### src/hw/btbPkg.sv
// Shared widths, types and address helpers for the branch target buffer.
// Compile this first. Other files refer to it with btbPkg:: names.
package btbPkg;

    // Address and size constants
    localparam int PC_WIDTH = 32;
    localparam int INSN_BYTES = 4;
    localparam int INSN_OFFSET = $clog2(INSN_BYTES);
    localparam int FETCH_WIDTH = 2;
    localparam int RESOLVE_WIDTH = 2;

    localparam int BTB_ENTRY_NUM = 64;
    localparam int BTB_INDEX_WIDTH = 6;
    localparam int BTB_BANK_NUM = 2;
    localparam int BTB_BANK_BITS = $clog2(BTB_BANK_NUM);
    localparam int BTB_TAG_WIDTH = 10;
    localparam int BTB_DATA_WIDTH = 16;
    localparam int BTB_QUEUE_SIZE = 4;

    typedef logic [PC_WIDTH-1:0] PcPath;
    typedef logic [BTB_INDEX_WIDTH-1:0] BtbIndexPath;
    typedef logic [BTB_TAG_WIDTH-1:0] BtbTagPath;
    typedef logic [BTB_DATA_WIDTH-1:0] BtbDataPath;

    // One stored entry, 28 bits
    typedef struct packed {
        logic valid;
        logic isCondBr;
        BtbTagPath tag;
        BtbDataPath data;
    } BtbEntry;

    // Deferred write held in the queue
    typedef struct packed {
        BtbIndexPath index;
        BtbEntry entry;
    } BtbWrite;

    typedef struct packed {
        logic valid;
        logic taken;
        logic isCondBr;
        PcPath brAddr;
        PcPath nextAddr;
    } BranchResult;

    typedef struct packed {
        logic hit;
        logic isCondBr;
        PcPath target;
    } FetchPrediction;

    typedef enum logic {
        INIT_SWEEP,
        INIT_DONE
    } BtbInitState;

    function automatic BtbIndexPath toIndex(PcPath pc);
        return pc[INSN_OFFSET +: BTB_INDEX_WIDTH];
    endfunction

    function automatic BtbTagPath toTag(PcPath pc);
        return pc[INSN_OFFSET + BTB_INDEX_WIDTH +: BTB_TAG_WIDTH];
    endfunction

    function automatic BtbDataPath toData(PcPath target);
        return target[INSN_OFFSET +: BTB_DATA_WIDTH];
    endfunction

    // Upper bits come from the fetch PC, targets are word aligned
    function automatic PcPath toTarget(BtbDataPath data, PcPath pc);
        return {pc[PC_WIDTH-1:INSN_OFFSET + BTB_DATA_WIDTH], data, {INSN_OFFSET{1'b0}}};
    endfunction

    function automatic logic isBankConflict(BtbIndexPath a, BtbIndexPath b);
        return a[BTB_BANK_BITS-1:0] == b[BTB_BANK_BITS-1:0];
    endfunction

endpackage

### src/hw/multiBankRam.sv
`timescale 1ns/100ps
// Banked entry storage with synchronous reads.
// The low index bits pick the bank; each write port must hit its own bank.
// Read data appears one cycle after the address, old contents on collision.
module multiBankRam #(
    parameter int ENTRY_NUM = 64,
    parameter int ENTRY_BITS = 28,
    parameter int READ_NUM = 2,
    parameter int WRITE_NUM = 2
) (
    input  logic clk,
    input  logic we [WRITE_NUM],
    input  btbPkg::BtbIndexPath wa [WRITE_NUM],
    input  logic [ENTRY_BITS-1:0] wv [WRITE_NUM],
    input  btbPkg::BtbIndexPath ra [READ_NUM],
    output logic [ENTRY_BITS-1:0] rv [READ_NUM]
);

    localparam int BANK_NUM = btbPkg::BTB_BANK_NUM;
    localparam int BANK_BITS = btbPkg::BTB_BANK_BITS;
    localparam int ROW_NUM = ENTRY_NUM / BANK_NUM;
    localparam int ROW_BITS = btbPkg::BTB_INDEX_WIDTH - BANK_BITS;

    typedef logic [BANK_BITS-1:0] BankSel;
    typedef logic [ROW_BITS-1:0] RowSel;

    // Per bank read words, one per read port
    logic [ENTRY_BITS-1:0] bankRv [BANK_NUM][READ_NUM];
    // Bank each read port addressed last cycle
    BankSel rdBankReg [READ_NUM];

    function automatic BankSel bankOf(btbPkg::BtbIndexPath idx);
        return idx[BANK_BITS-1:0];
    endfunction

    function automatic RowSel rowOf(btbPkg::BtbIndexPath idx);
        return idx[btbPkg::BTB_INDEX_WIDTH-1:BANK_BITS];
    endfunction

    for (genvar b = 0; b < BANK_NUM; b++) begin : genBank
        logic [ENTRY_BITS-1:0] mem [ROW_NUM];

        always_ff @(posedge clk) begin
            // Route every write port aimed at this bank
            for (int p = 0; p < WRITE_NUM; p++) begin
                if (we[p] && bankOf(wa[p]) == BankSel'(b)) begin
                    mem[rowOf(wa[p])] <= wv[p];
                end
            end
            // Every bank reads for every port, the mux picks later
            for (int p = 0; p < READ_NUM; p++) begin
                bankRv[b][p] <= mem[rowOf(ra[p])];
            end
        end
    end

    always_ff @(posedge clk) begin
        for (int p = 0; p < READ_NUM; p++) begin
            rdBankReg[p] <= bankOf(ra[p]);
        end
    end

    // Output select by the registered bank
    always_comb begin
        for (int p = 0; p < READ_NUM; p++) begin
            rv[p] = bankRv[rdBankReg[p]][p];
        end
    end

endmodule

### src/hw/queuePointer.sv
`timescale 1ns/100ps
// Head and tail pointers for a circular queue whose storage lives elsewhere.
// Push while full and pop while empty are ignored.
module queuePointer #(
    parameter int SIZE = 4
) (
    input  logic clk,
    input  logic rstN,
    input  logic push,
    input  logic pop,
    output logic full,
    output logic empty,
    output logic [$clog2(SIZE)-1:0] headPtr,
    output logic [$clog2(SIZE)-1:0] tailPtr
);

    localparam int PTR_BITS = $clog2(SIZE);
    localparam int COUNT_BITS = $clog2(SIZE + 1);

    typedef logic [PTR_BITS-1:0] PtrPath;

    logic [COUNT_BITS-1:0] count;
    logic doPush;
    logic doPop;

    // Wraps for sizes that are not a power of two
    function automatic PtrPath nextPtr(PtrPath ptr);
        return (ptr == PtrPath'(SIZE - 1)) ? '0 : ptr + 1'b1;
    endfunction

    assign full = (count == COUNT_BITS'(SIZE));
    assign empty = (count == '0);
    assign doPush = push && !full;
    assign doPop = pop && !empty;

    always_ff @(posedge clk or negedge rstN) begin
        if (!rstN) begin
            headPtr <= '0;
            tailPtr <= '0;
            count <= '0;
        end else begin
            if (doPush) begin
                tailPtr <= nextPtr(tailPtr);
            end
            if (doPop) begin
                headPtr <= nextPtr(headPtr);
            end
            if (doPush && !doPop) begin
                count <= count + 1'b1;
            end else if (doPop && !doPush) begin
                count <= count - 1'b1;
            end
        end
    end

endmodule

### src/hw/branchTargetBuffer.sv
`timescale 1ns/100ps
// Branch target buffer core for two fetch slots.
// Looks up both slot PCs, filters taken results into writes, defers
// same-bank collisions through a queue and clears all entries after reset.
module branchTargetBuffer #(
    parameter int QUEUE_SIZE = 4
) (
    input  logic clk,
    input  logic rstN,
    input  btbPkg::PcPath fetchPc,
    input  btbPkg::BranchResult brResult [btbPkg::RESOLVE_WIDTH],
    input  logic [$bits(btbPkg::BtbEntry)-1:0] rv [btbPkg::FETCH_WIDTH],
    input  logic full,
    input  logic empty,
    input  logic [$clog2(QUEUE_SIZE)-1:0] headPtr,
    input  logic [$clog2(QUEUE_SIZE)-1:0] tailPtr,
    output logic we [btbPkg::RESOLVE_WIDTH],
    output btbPkg::BtbIndexPath wa [btbPkg::RESOLVE_WIDTH],
    output logic [$bits(btbPkg::BtbEntry)-1:0] wv [btbPkg::RESOLVE_WIDTH],
    output btbPkg::BtbIndexPath ra [btbPkg::FETCH_WIDTH],
    output logic push,
    output logic pop,
    output btbPkg::FetchPrediction prediction [btbPkg::FETCH_WIDTH],
    output logic initBusy
);

    localparam int FETCH_WIDTH = btbPkg::FETCH_WIDTH;
    localparam int RESOLVE_WIDTH = btbPkg::RESOLVE_WIDTH;

    // Slot PCs, held for the tag compare in the next cycle
    btbPkg::PcPath slotPcNext [FETCH_WIDTH];
    btbPkg::PcPath slotPc [FETCH_WIDTH];
    btbPkg::BtbEntry rdEntry [FETCH_WIDTH];
    // Lookup was issued after the sweep finished
    logic lookupLive;

    btbPkg::BtbInitState initState;
    btbPkg::BtbIndexPath initIndex;

    // Deferred writes
    btbPkg::BtbWrite queueMem [QUEUE_SIZE];
    btbPkg::BtbWrite queueIn;
    btbPkg::BtbWrite queueHead;

    btbPkg::BtbEntry wEntry [RESOLVE_WIDTH];
    logic headBlocked;
    logic drained;

    // Read addresses for consecutive instruction slots
    always_comb begin
        for (int i = 0; i < FETCH_WIDTH; i++) begin
            slotPcNext[i] = fetchPc + btbPkg::PcPath'(i * btbPkg::INSN_BYTES);
            ra[i] = btbPkg::toIndex(slotPcNext[i]);
        end
    end

    always_ff @(posedge clk) begin
        slotPc <= slotPcNext;
    end

    always_ff @(posedge clk or negedge rstN) begin
        if (!rstN) begin
            initState <= btbPkg::INIT_SWEEP;
            initIndex <= '0;
            lookupLive <= 1'b0;
        end else begin
            lookupLive <= (initState == btbPkg::INIT_DONE);
            if (initState == btbPkg::INIT_SWEEP) begin
                initIndex <= initIndex + 1'b1;
                // Last index cleared this cycle
                if (initIndex == btbPkg::BtbIndexPath'(btbPkg::BTB_ENTRY_NUM - 1)) begin
                    initState <= btbPkg::INIT_DONE;
                end
            end
        end
    end

    assign initBusy = (initState == btbPkg::INIT_SWEEP);

    // Hit check and target rebuild
    always_comb begin
        for (int i = 0; i < FETCH_WIDTH; i++) begin
            rdEntry[i] = btbPkg::BtbEntry'(rv[i]);
            prediction[i].hit = lookupLive && rdEntry[i].valid &&
                (rdEntry[i].tag == btbPkg::toTag(slotPc[i]));
            prediction[i].isCondBr = rdEntry[i].isCondBr;
            prediction[i].target = btbPkg::toTarget(rdEntry[i].data, slotPc[i]);
        end
    end

    assign queueHead = queueMem[headPtr];

    always_ff @(posedge clk) begin
        if (push && !full) begin
            queueMem[tailPtr] <= queueIn;
        end
    end

    always_comb begin
        push = 1'b0;
        pop = 1'b0;
        queueIn = '0;
        headBlocked = 1'b0;
        drained = 1'b0;

        // Only valid taken results update the buffer
        for (int i = 0; i < RESOLVE_WIDTH; i++) begin
            we[i] = brResult[i].valid && brResult[i].taken;
            wa[i] = btbPkg::toIndex(brResult[i].brAddr);
            wEntry[i].valid = 1'b1;
            wEntry[i].isCondBr = brResult[i].isCondBr;
            wEntry[i].tag = btbPkg::toTag(brResult[i].brAddr);
            wEntry[i].data = btbPkg::toData(brResult[i].nextAddr);
        end

        // Later port colliding with an earlier enabled one goes to the queue
        for (int i = 1; i < RESOLVE_WIDTH; i++) begin
            for (int j = 0; j < i; j++) begin
                if (we[i] && we[j] && btbPkg::isBankConflict(wa[i], wa[j])) begin
                    we[i] = 1'b0;
                    push = 1'b1;
                    queueIn.index = wa[i];
                    queueIn.entry = wEntry[i];
                end
            end
        end

        // Head may only take a bank no enabled port is using
        for (int j = 0; j < RESOLVE_WIDTH; j++) begin
            if (we[j] && btbPkg::isBankConflict(queueHead.index, wa[j])) begin
                headBlocked = 1'b1;
            end
        end

        // Lowest idle port takes the head
        for (int i = 0; i < RESOLVE_WIDTH; i++) begin
            if (!empty && !headBlocked && !drained && !we[i]) begin
                we[i] = 1'b1;
                wa[i] = queueHead.index;
                wEntry[i] = queueHead.entry;
                drained = 1'b1;
                pop = 1'b1;
            end
        end

        // Sweep owns port 0 and silences everything else
        if (initState == btbPkg::INIT_SWEEP) begin
            for (int i = 0; i < RESOLVE_WIDTH; i++) begin
                we[i] = (i == 0);
                wa[i] = initIndex;
                wEntry[i] = '0;
            end
            push = 1'b0;
            pop = 1'b0;
        end

        for (int i = 0; i < RESOLVE_WIDTH; i++) begin
            wv[i] = wEntry[i];
        end
    end

endmodule

### src/hw/btbTop.sv
`timescale 1ns/100ps
// Branch target buffer top level.
// Wires the core to its banked entry array and queue pointers.
module btbTop #(
    parameter int QUEUE_SIZE = btbPkg::BTB_QUEUE_SIZE
) (
    input  logic clk,
    input  logic rstN,
    input  btbPkg::PcPath fetchPc,
    input  btbPkg::BranchResult brResult [btbPkg::RESOLVE_WIDTH],
    output btbPkg::FetchPrediction prediction [btbPkg::FETCH_WIDTH],
    output logic initBusy
);

    localparam int ENTRY_BITS = $bits(btbPkg::BtbEntry);
    localparam int PTR_BITS = $clog2(QUEUE_SIZE);

    // Entry array ports
    logic we [btbPkg::RESOLVE_WIDTH];
    btbPkg::BtbIndexPath wa [btbPkg::RESOLVE_WIDTH];
    logic [ENTRY_BITS-1:0] wv [btbPkg::RESOLVE_WIDTH];
    btbPkg::BtbIndexPath ra [btbPkg::FETCH_WIDTH];
    logic [ENTRY_BITS-1:0] rv [btbPkg::FETCH_WIDTH];

    // Deferral queue control
    logic push;
    logic pop;
    logic full;
    logic empty;
    logic [PTR_BITS-1:0] headPtr;
    logic [PTR_BITS-1:0] tailPtr;

    branchTargetBuffer #(
        .QUEUE_SIZE(QUEUE_SIZE)
    ) btbCore (
        .clk(clk),
        .rstN(rstN),
        .fetchPc(fetchPc),
        .brResult(brResult),
        .rv(rv),
        .full(full),
        .empty(empty),
        .headPtr(headPtr),
        .tailPtr(tailPtr),
        .we(we),
        .wa(wa),
        .wv(wv),
        .ra(ra),
        .push(push),
        .pop(pop),
        .prediction(prediction),
        .initBusy(initBusy)
    );

    multiBankRam #(
        .ENTRY_NUM(btbPkg::BTB_ENTRY_NUM),
        .ENTRY_BITS(ENTRY_BITS),
        .READ_NUM(btbPkg::FETCH_WIDTH),
        .WRITE_NUM(btbPkg::RESOLVE_WIDTH)
    ) btbEntryArray (
        .clk(clk),
        .we(we),
        .wa(wa),
        .wv(wv),
        .ra(ra),
        .rv(rv)
    );

    queuePointer #(
        .SIZE(QUEUE_SIZE)
    ) btbQueuePointer (
        .clk(clk),
        .rstN(rstN),
        .push(push),
        .pop(pop),
        .full(full),
        .empty(empty),
        .headPtr(headPtr),
        .tailPtr(tailPtr)
    );

endmodule

### config.mk
export PLATFORM = sky130hd
export DESIGN_NAME = btbTop
export DESIGN_NICKNAME = d
export VERILOG_FILES = /design/src/hw/btbPkg.sv /design/src/hw/multiBankRam.sv /design/src/hw/queuePointer.sv /design/src/hw/branchTargetBuffer.sv /design/src/hw/btbTop.sv
export SDC_FILE = /design/constraint.sdc
export NUM_CORES = 2
export LEC_CHECK = 0
export BUFFER_PORTS_ARGS = -buffer_cell sky130_fd_sc_hd__buf_2
export CORE_MARGIN = 3
export CORE_UTILIZATION = 54
export DETAILED_ROUTE_END_ITERATION = 8
export HOLD_SLACK_MARGIN = 0.03
export MAX_ROUTING_LAYER = met4
export PLACE_DENSITY_LB_ADDON = 0.12
export SETUP_SLACK_MARGIN = 0.15
export SLEW_MARGIN = 30
export SYNTH_ARGS = -nofsm -noshare
export SYNTH_HDL_FRONTEND = slang
export SYNTH_SLANG_ARGS = --single-unit
### constraint.sdc
create_clock -name clk -period 10.6 [get_ports clk]
set_clock_uncertainty 0.1 [all_clocks]
set_input_delay 1.06 -clock clk [delete_from_list [all_inputs] [get_ports clk]]
set_output_delay 1.06 -clock clk [all_outputs]
set_load 0.03 [all_outputs]
After elaboration in Yosys (flattened, before gate mapping)
Memories as Yosys holds them, arrays and structs flattened.
Index checks and enable logic that the tools add are counted.
- add/subtract/negate cells: 6
- $mul: 0
- div/mod/pow operators: 0
- magnitude comparators: 0
- eq/ne operators: 9
- shift operators: 0
- mux-type cells: 40
- bitwise operators: 3
- reductions and logical operators: 34
- operators with widths (cell ; number):
    28-bit two-way mux ; 4
    56-bit two-way mux ; 1
    28-bit OR reduction ; 2
    34-bit two-way mux ; 1
    32-bit by 3-bit adder with 32-bit output, second input constant ; 1
    1-bit two-way mux ; 24
    1-bit logical AND ; 22
    10-bit == test ; 2
    12-bit two-way mux ; 1
    6-bit two-way mux ; 2
    5-bit two-way mux ; 2
    1-bit logical NOT ; 8
    6-bit by 1-bit adder with 6-bit output, second input constant ; 1
    6-bit == test, second input constant ; 1
    2-bit two-way mux ; 3
    3-bit two-way mux ; 2
    2-bit by 1-bit adder with 2-bit output, second input constant ; 2
    2-bit == test, second input constant ; 2
    3-bit by 1-bit adder with 3-bit output, second input constant ; 1
    1-bit == test ; 3
    3-bit == test, second input constant ; 1
    3-bit logical NOT ; 1
    1-bit NOT ; 3
    3-bit by 1-bit subtractor with 3-bit output, second input constant ; 1
    2-bit nonzero test ; 1
- flip-flop bits (word level): 79
- bits in latches: 0
- RAM bits: 2042
- ROM bits: 0
- input bits: 168
- word-level logic and storage cells: 105
- memories: 5
- memories (name ; words ; width ; rd ports ; clocked after Yosys merged registers in ; wr ports ; line ; source):
    btbEntryArray.genBank[0].mem ; 32 ; 28 ; 2 ; 0 ; 1 ; multiBankRam.sv:41 ; logic [ENTRY_BITS-1:0] mem [ROW_NUM];
    btbEntryArray.genBank[1].mem ; 32 ; 28 ; 2 ; 0 ; 1 ; multiBankRam.sv:41 ;
    btbCore.queueMem ; 4 ; 34 ; 1 ; 0 ; 1 ; branchTargetBuffer.sv:41 ; btbPkg::BtbWrite queueMem [QUEUE_SIZE];
    btbEntryArray.bankRv ; 2 ; 56 ; 2 ; 0 ; 2 ; multiBankRam.sv:28 ; logic [ENTRY_BITS-1:0] bankRv [BANK_NUM][READ_NUM];
    btbEntryArray.rdBankReg ; 2 ; 1 ; 2 ; 0 ; 2 ; multiBankRam.sv:30 ; BankSel rdBankReg [READ_NUM];

Depth between registers and ports, before layout
- depth in word-level cells: 21
- depth in mapped cells: 13

Modules after synthesis
A second synthesis with hierarchy kept.
- cells, all modules: 9300
- area, all modules: 120705.8 um^2
- by module, submodules not included (module ; instances ; cells an instance ; area each (um^2)):
    multiBankRam ; 1 ; 8563 ; 111207.9
    branchTargetBuffer ; 1 ; 709 ; 9092.5
    queuePointer ; 1 ; 28 ; 405.4

Least setup slack after synthesis
No wires, ideal clock.
- path kind: input-to-reg
- start: input brResult[101] (netlist bit)
- end: memory btbEntryArray.genBank[0].mem[26][0] (enable)
- setup time: 0.448 ns
- data arrival time: 4.773 ns
- required time: 10.052 ns
- slack: 5.279 ns
- cell stages on the path: 7
- cells stage by stage: clkbuf_1 -> nand3_1 -> a2111oi_1 -> o21ai_0 -> a21oi_1 -> o21ai_0 -> nor3_1
- longest elaborated chain between the ends: 20
- ends and longest elaborated chain (element ; line ; source):
    from (decl) ; btbTop.sv:10 ; input btbPkg::BranchResult brResult [btbPkg::RESOLVE_WIDTH],
    1-bit == test ; btbPkg.sv:76 ; return a[BTB_BANK_BITS-1:0] == b[BTB_BANK_BITS-1:0];
    1-bit logical AND ; branchTargetBuffer.sv:119 ; if (we[i] && we[j] && btbPkg::isBankConflict(wa[i], wa[j])) begin
    1-bit two-way mux ; branchTargetBuffer.sv:119 ;
    1-bit logical AND ; branchTargetBuffer.sv:130 ; if (we[j] && btbPkg::isBankConflict(queueHead.index, wa[j])) begin
    1-bit two-way mux ; branchTargetBuffer.sv:130 ;
    1-bit logical NOT ; branchTargetBuffer.sv:137 ; if (!empty && !headBlocked && !drained && !we[i]) begin
    1-bit logical AND (2 in a row) ; branchTargetBuffer.sv:137 ;
    1-bit two-way mux ; branchTargetBuffer.sv:137 ;
    [3 not listed] ; -- ;
    6-bit two-way mux ; branchTargetBuffer.sv:137 ;
    12-bit two-way mux ; branchTargetBuffer.sv:147 ; if (initState == btbPkg::INIT_SWEEP) begin
    1-bit NOT ; multiBankRam.sv:46 ; if (we[p] && bankOf(wa[p]) == BankSel'(b)) begin
    1-bit logical AND ; multiBankRam.sv:46 ;
    1-bit two-way mux ; multiBankRam.sv:46 ;
    1-bit two-way mux (not written as such) ; multiBankRam.sv:47 ; mem[rowOf(wa[p])] <= wv[p];
    28-bit OR reduction (no source line) ; -- ;
    5-bit two-way mux (no source line) / 1-bit two-way mux (equally long branches) ; -- ;
    to (decl) ; multiBankRam.sv:41 ;
Several ways; a longest one is shown, not always the timed one.

Final worst setup path
- start: register btbQueuePointer.headPtr[0]
- end: memory btbEntryArray.genBank[1].mem[6][15] (enable)
- longest elaborated chain between the ends: 19
- ends and longest elaborated chain (element ; line ; source):
    from (decl) ; queuePointer.sv:13 ; output logic [$clog2(SIZE)-1:0] headPtr,
    from (signal assigned) ; queuePointer.sv:46 ; headPtr <= nextPtr(headPtr);
    memory 4 x 34 bit (*) ; -- ;
    1-bit == test ; btbPkg.sv:76 ;
    1-bit logical AND ; branchTargetBuffer.sv:130 ;
    1-bit two-way mux (2 in a row) ; branchTargetBuffer.sv:130 ;
    1-bit logical NOT ; branchTargetBuffer.sv:137 ;
    1-bit logical AND (2 in a row) ; branchTargetBuffer.sv:137 ;
    1-bit two-way mux ; branchTargetBuffer.sv:137 ;
    1-bit logical NOT ; branchTargetBuffer.sv:137 ;
    1-bit logical AND (2 in a row) ; branchTargetBuffer.sv:137 ;
    1-bit two-way mux / 6-bit two-way mux (equally long branches) ; branchTargetBuffer.sv:137 ;
    2-bit two-way mux / 12-bit two-way mux (equally long branches) ; branchTargetBuffer.sv:147 ;
    1-bit logical AND ; multiBankRam.sv:46 ;
    1-bit two-way mux ; multiBankRam.sv:46 ;
    1-bit two-way mux (not written as such) ; multiBankRam.sv:47 ;
    28-bit OR reduction (no source line) ; -- ;
    5-bit two-way mux (no source line) / 1-bit two-way mux (equally long branches) ; -- ;
    to (decl) ; multiBankRam.sv:41 ;
Mark *: on every way between the ends. The rest lies on a longest branch, timed or not.

==> run summary <==
TritonCTS Sinks = 2105
Post-synthesis sequential area ratio = 65.1%
Post-CTS sizing = 0
Die height = 424 µm
Mapped Area = 94400 µm²
Final Non-Filler Cells = 7070
Cell accounting for the most synthesized area = edfxtp_1
Vias in the first global route = 49884
Post-route cell area = 106000 µm²
Overall die width = 424 µm
Worst Setup Start Kind = register
Class of the worst hold path = in2reg
Hold buffers post-CTS = 1
Outcome = finished clean
First-pass GRT wire length = 374000 µm
Placed Instances = 6667
Antenna Nets Post-Route = 0
GRT Residual Overflow = 0
Async SR Flop Fraction = 0.713%
Top Ports = 237
TritonCTS clock tree = yes
Max clock buf depth = 3
FILL cells = 11951
DR pass1 iterations = 8
Post-DP HPWL = 149000 µm
Largest cells by area after synthesis = edfxtp_1 (61%), mux4_2 (28%), dfxtp_1 (3.4%)
Most frequent CP cell = buf_4
Worst stage delay on the critical path = 0.89 ns
Starting Density = 54.7%
Slew headroom = 28.4%
Cts bufs inserted = 213
CP cell instances = buf_4 > mux4_2 > nand2_1 > a21bo_2 > nand3_1 > a31oi_1 > o21ai_2 > nor2_4 > buf_4
Post-DP Area = 98700 µm²
Top cell type's share of synthesized area = 61.3%
Routed len/inst = 37.1 µm
Max Cap Viol = 0
Post-CTS Setup Bufs = 0
Least-Margin Pin Slew = 1.07 ns
Core area = 173000 µm²
Overall die area = 180000 µm²
DRC Markers = 0
Root buf cell = clkbuf_16
Final #Nets = 4750
Primary FF master, synth = edfxtp_1
Critical path endpoint category = register
Setup CP Type = reg2reg
Arrival @ worst endpoint = 6.33 ns
Setup-failing EPs final = 0
Seq cells post-synth = 2105
H-tree Lvls = 4
Pins Over Slew Limit = 0
Drt first-iter violations = 6270
Most frequent cells in the layout = edfxtp_1 (1928), mux4_2 (1154), clkbuf_16 (214)
Detailed-route vias per instance = 6.98
Post-synth EDFFs = 1928
Syn Area/Cell = 21.6 µm²
Worst Path Max Fanout = 37
Fmax = 169 MHz
Tot Pwr = 17.2 mW
Layout cells sized above 1 = 43.3%
Crit path buf inv count = 2
GR Util All Layers = 30.6%
Ys Warns = 0
Top delay family on crit path = compound AO/OA/AOI/OAI gates
Setup TNS = 0 ns
Gpl congestion = 0.873
Later-pin clock latency in the skew report = 0.86 ns
Initial antenna violation count = 15
Final hold violation count = 0
Power per Cell Area = 163 nW/µm²
Via count = 49321
Num rows = 152
Worst path slowest cell = a31oi_1
Maximum vdd ir drop = 181 µV
Port buffer count = 166
Cells after synthesis = 4376
Clock-pin transition on the worst setup and hold timing paths = 0.06 ns
Most common cell after layout, fill and taps aside = edfxtp_1
Setup repair after global routing missed its margin = no
CP Data Required Time = 11.00 ns
Cell variety after synth = 57
Drt total wl = 262000 µm
Largest net degree at the start of global routing = 125
Leakage power = 27.2 nW
Final worst path period share = 55.9%
Final min period = 5.92 ns
Synth-to-Final Area Change = 11.9%
-- power by group --
group	total [mW]	internal (mW)	leakage (nW)	switching, mW
Combinational	0.813	0.335	8.87	0.478
Clock	7.45	4.23	3.36	3.22
Sequential	8.95	8.94	15.0	0.0132
-- Yosys cell counts (2+ instances only) --
cell	count
a222oi_1	3
buf_1	98
and3_1	64
xnor2_1	34
nor2b_1	2
and4_1	4
nand2_1	137
and3b_1	2
nand4_1	8
dfxtp_1	162
or3_1	4
inv_1	7
xor2_1	24
buf_4	32
clkbuf_1	207
a31oi_1	3
nor3_1	10
or4_1	3
o32ai_1	2
edfxtp_1	1928
dfrtp_1	15
and2_1	39
or2_1	4
nor4_1	4
nor2_1	85
nand3_1	43
o21ai_1	4
nor3b_1	2
buf_2	6
a21oi_1	7
mux2_2	152
mux2i_1	74
o21ai_0	14
nand2b_1	2
or3b_1	3
a21boi_0	2
nand3b_1	5
a311oi_1	2
mux4_2	1154
ha_1	8
-- path summary, 6_finish.rpt --
check | start | endpoint | slack [ns] | cells after the start
worst max register to register | btbQueuePointer.headPtr[0]$_DFFE_PN0P_ | btbEntryArray.genBank[1].mem[6][15]$_DFFE_PP_ | 4.68 | 9
worst max-delay path | btbQueuePointer.headPtr[0]$_DFFE_PN0P_ | btbEntryArray.genBank[1].mem[6][15]$_DFFE_PP_ | 4.68 | 9
max in group asynchronous | rstN | btbCore.initState$_DFF_PN0_ | 9.51 | 2
min in group asynchronous | rstN | btbCore.initIndex[4]$_DFFE_PN0N_ | 0.57 | 2
worst min register to register | btbCore.initIndex[2]$_DFFE_PN0N_ | btbCore.initIndex[2]$_DFFE_PN0N_ | 0.42 | 1
worst min-delay path | fetchPc[17] | btbCore.slotPc[49]$_DFF_P_ | 0.24 | 1
-- cell families after synthesis --
group | after synthesis | synth area share (%)
muxes | 1380 | 30.1
other | 1 | 0.00397
DFF | 2105 | 65.1
AOI/OAI and AO/OA | 51 | 0.371
xor gates and xnor gates | 58 | 0.538
adders and majority gates | 9 | 0.127
and+or+nand+nor | 421 | 2.17
buffers and inverters | 351 | 1.54
-- layer usage --
metal | global-route usage, % | share of wire (%)
met5 | - | 0
met3 | 5.34 | 9.3
met1 | 41.8 | 38
met4 | 10.7 | 3.9
met2 | 47.2 | 49
-- layout make-up --
type | count | area, µm² | area share (%)
diodes | 5 | 12.5 | 0.0118
clock buffers | 275 | 5710 | 5.41
clock inverters | 122 | 1200 | 1.14
inverters | 7 | 26.3 | 0.0249
multi-input cells | 1923 | 32100 | 30.4
flip-flops and latches | 2105 | 61500 | 58.2
well taps | 2310 | 2890 | 2.74
repair buffers | 323 | 2160 | 2.04
-- metrics by stage --
stage                     utilization, %  setup WS, ns  hold WS [ns]
final                               61.2          4.68         0.240
after global routing                61.2          4.52         0.214
after CTS                           61.2          4.66         0.181
after detailed placement            57.1          4.68         0.409
after global placement              57.1          4.69         0.408
after floorplan                        -          5.28         0.272
-- flip-flops by register name (all words and copies together) (netlist names) --
| register | count |
|---|---|
| btbQueuePointer.tailPtr | 2 |
| btbCore.queueMem | 136 |
| btbCore.prediction | 28 |
| btbEntryArray.rdBankReg | 1 |
| btbEntryArray.genBank.mem | 1792 |
| btbCore.initState | 1 |
| btbCore.lookupLive | 1 |
| btbCore.initIndex | 6 |
| btbQueuePointer.headPtr | 2 |
| btbQueuePointer.count | 3 |
| btbCore.slotPc | 21 |
| btbEntryArray.bankRv | 112 |
-- worst reg2reg max path, stage by stage, from the launching register on --
cell and delay [ns]:
dfrtp_2 0.34, buf_4 0.56, mux4_2 0.77, nand2_1 0.19, a21bo_2 0.60, nand3_1 0.17
a31oi_1 0.89, o21ai_2 0.54, nor2_4 0.86, buf_4 0.52
Note: power is estimated with default switching activity, not from simulation.
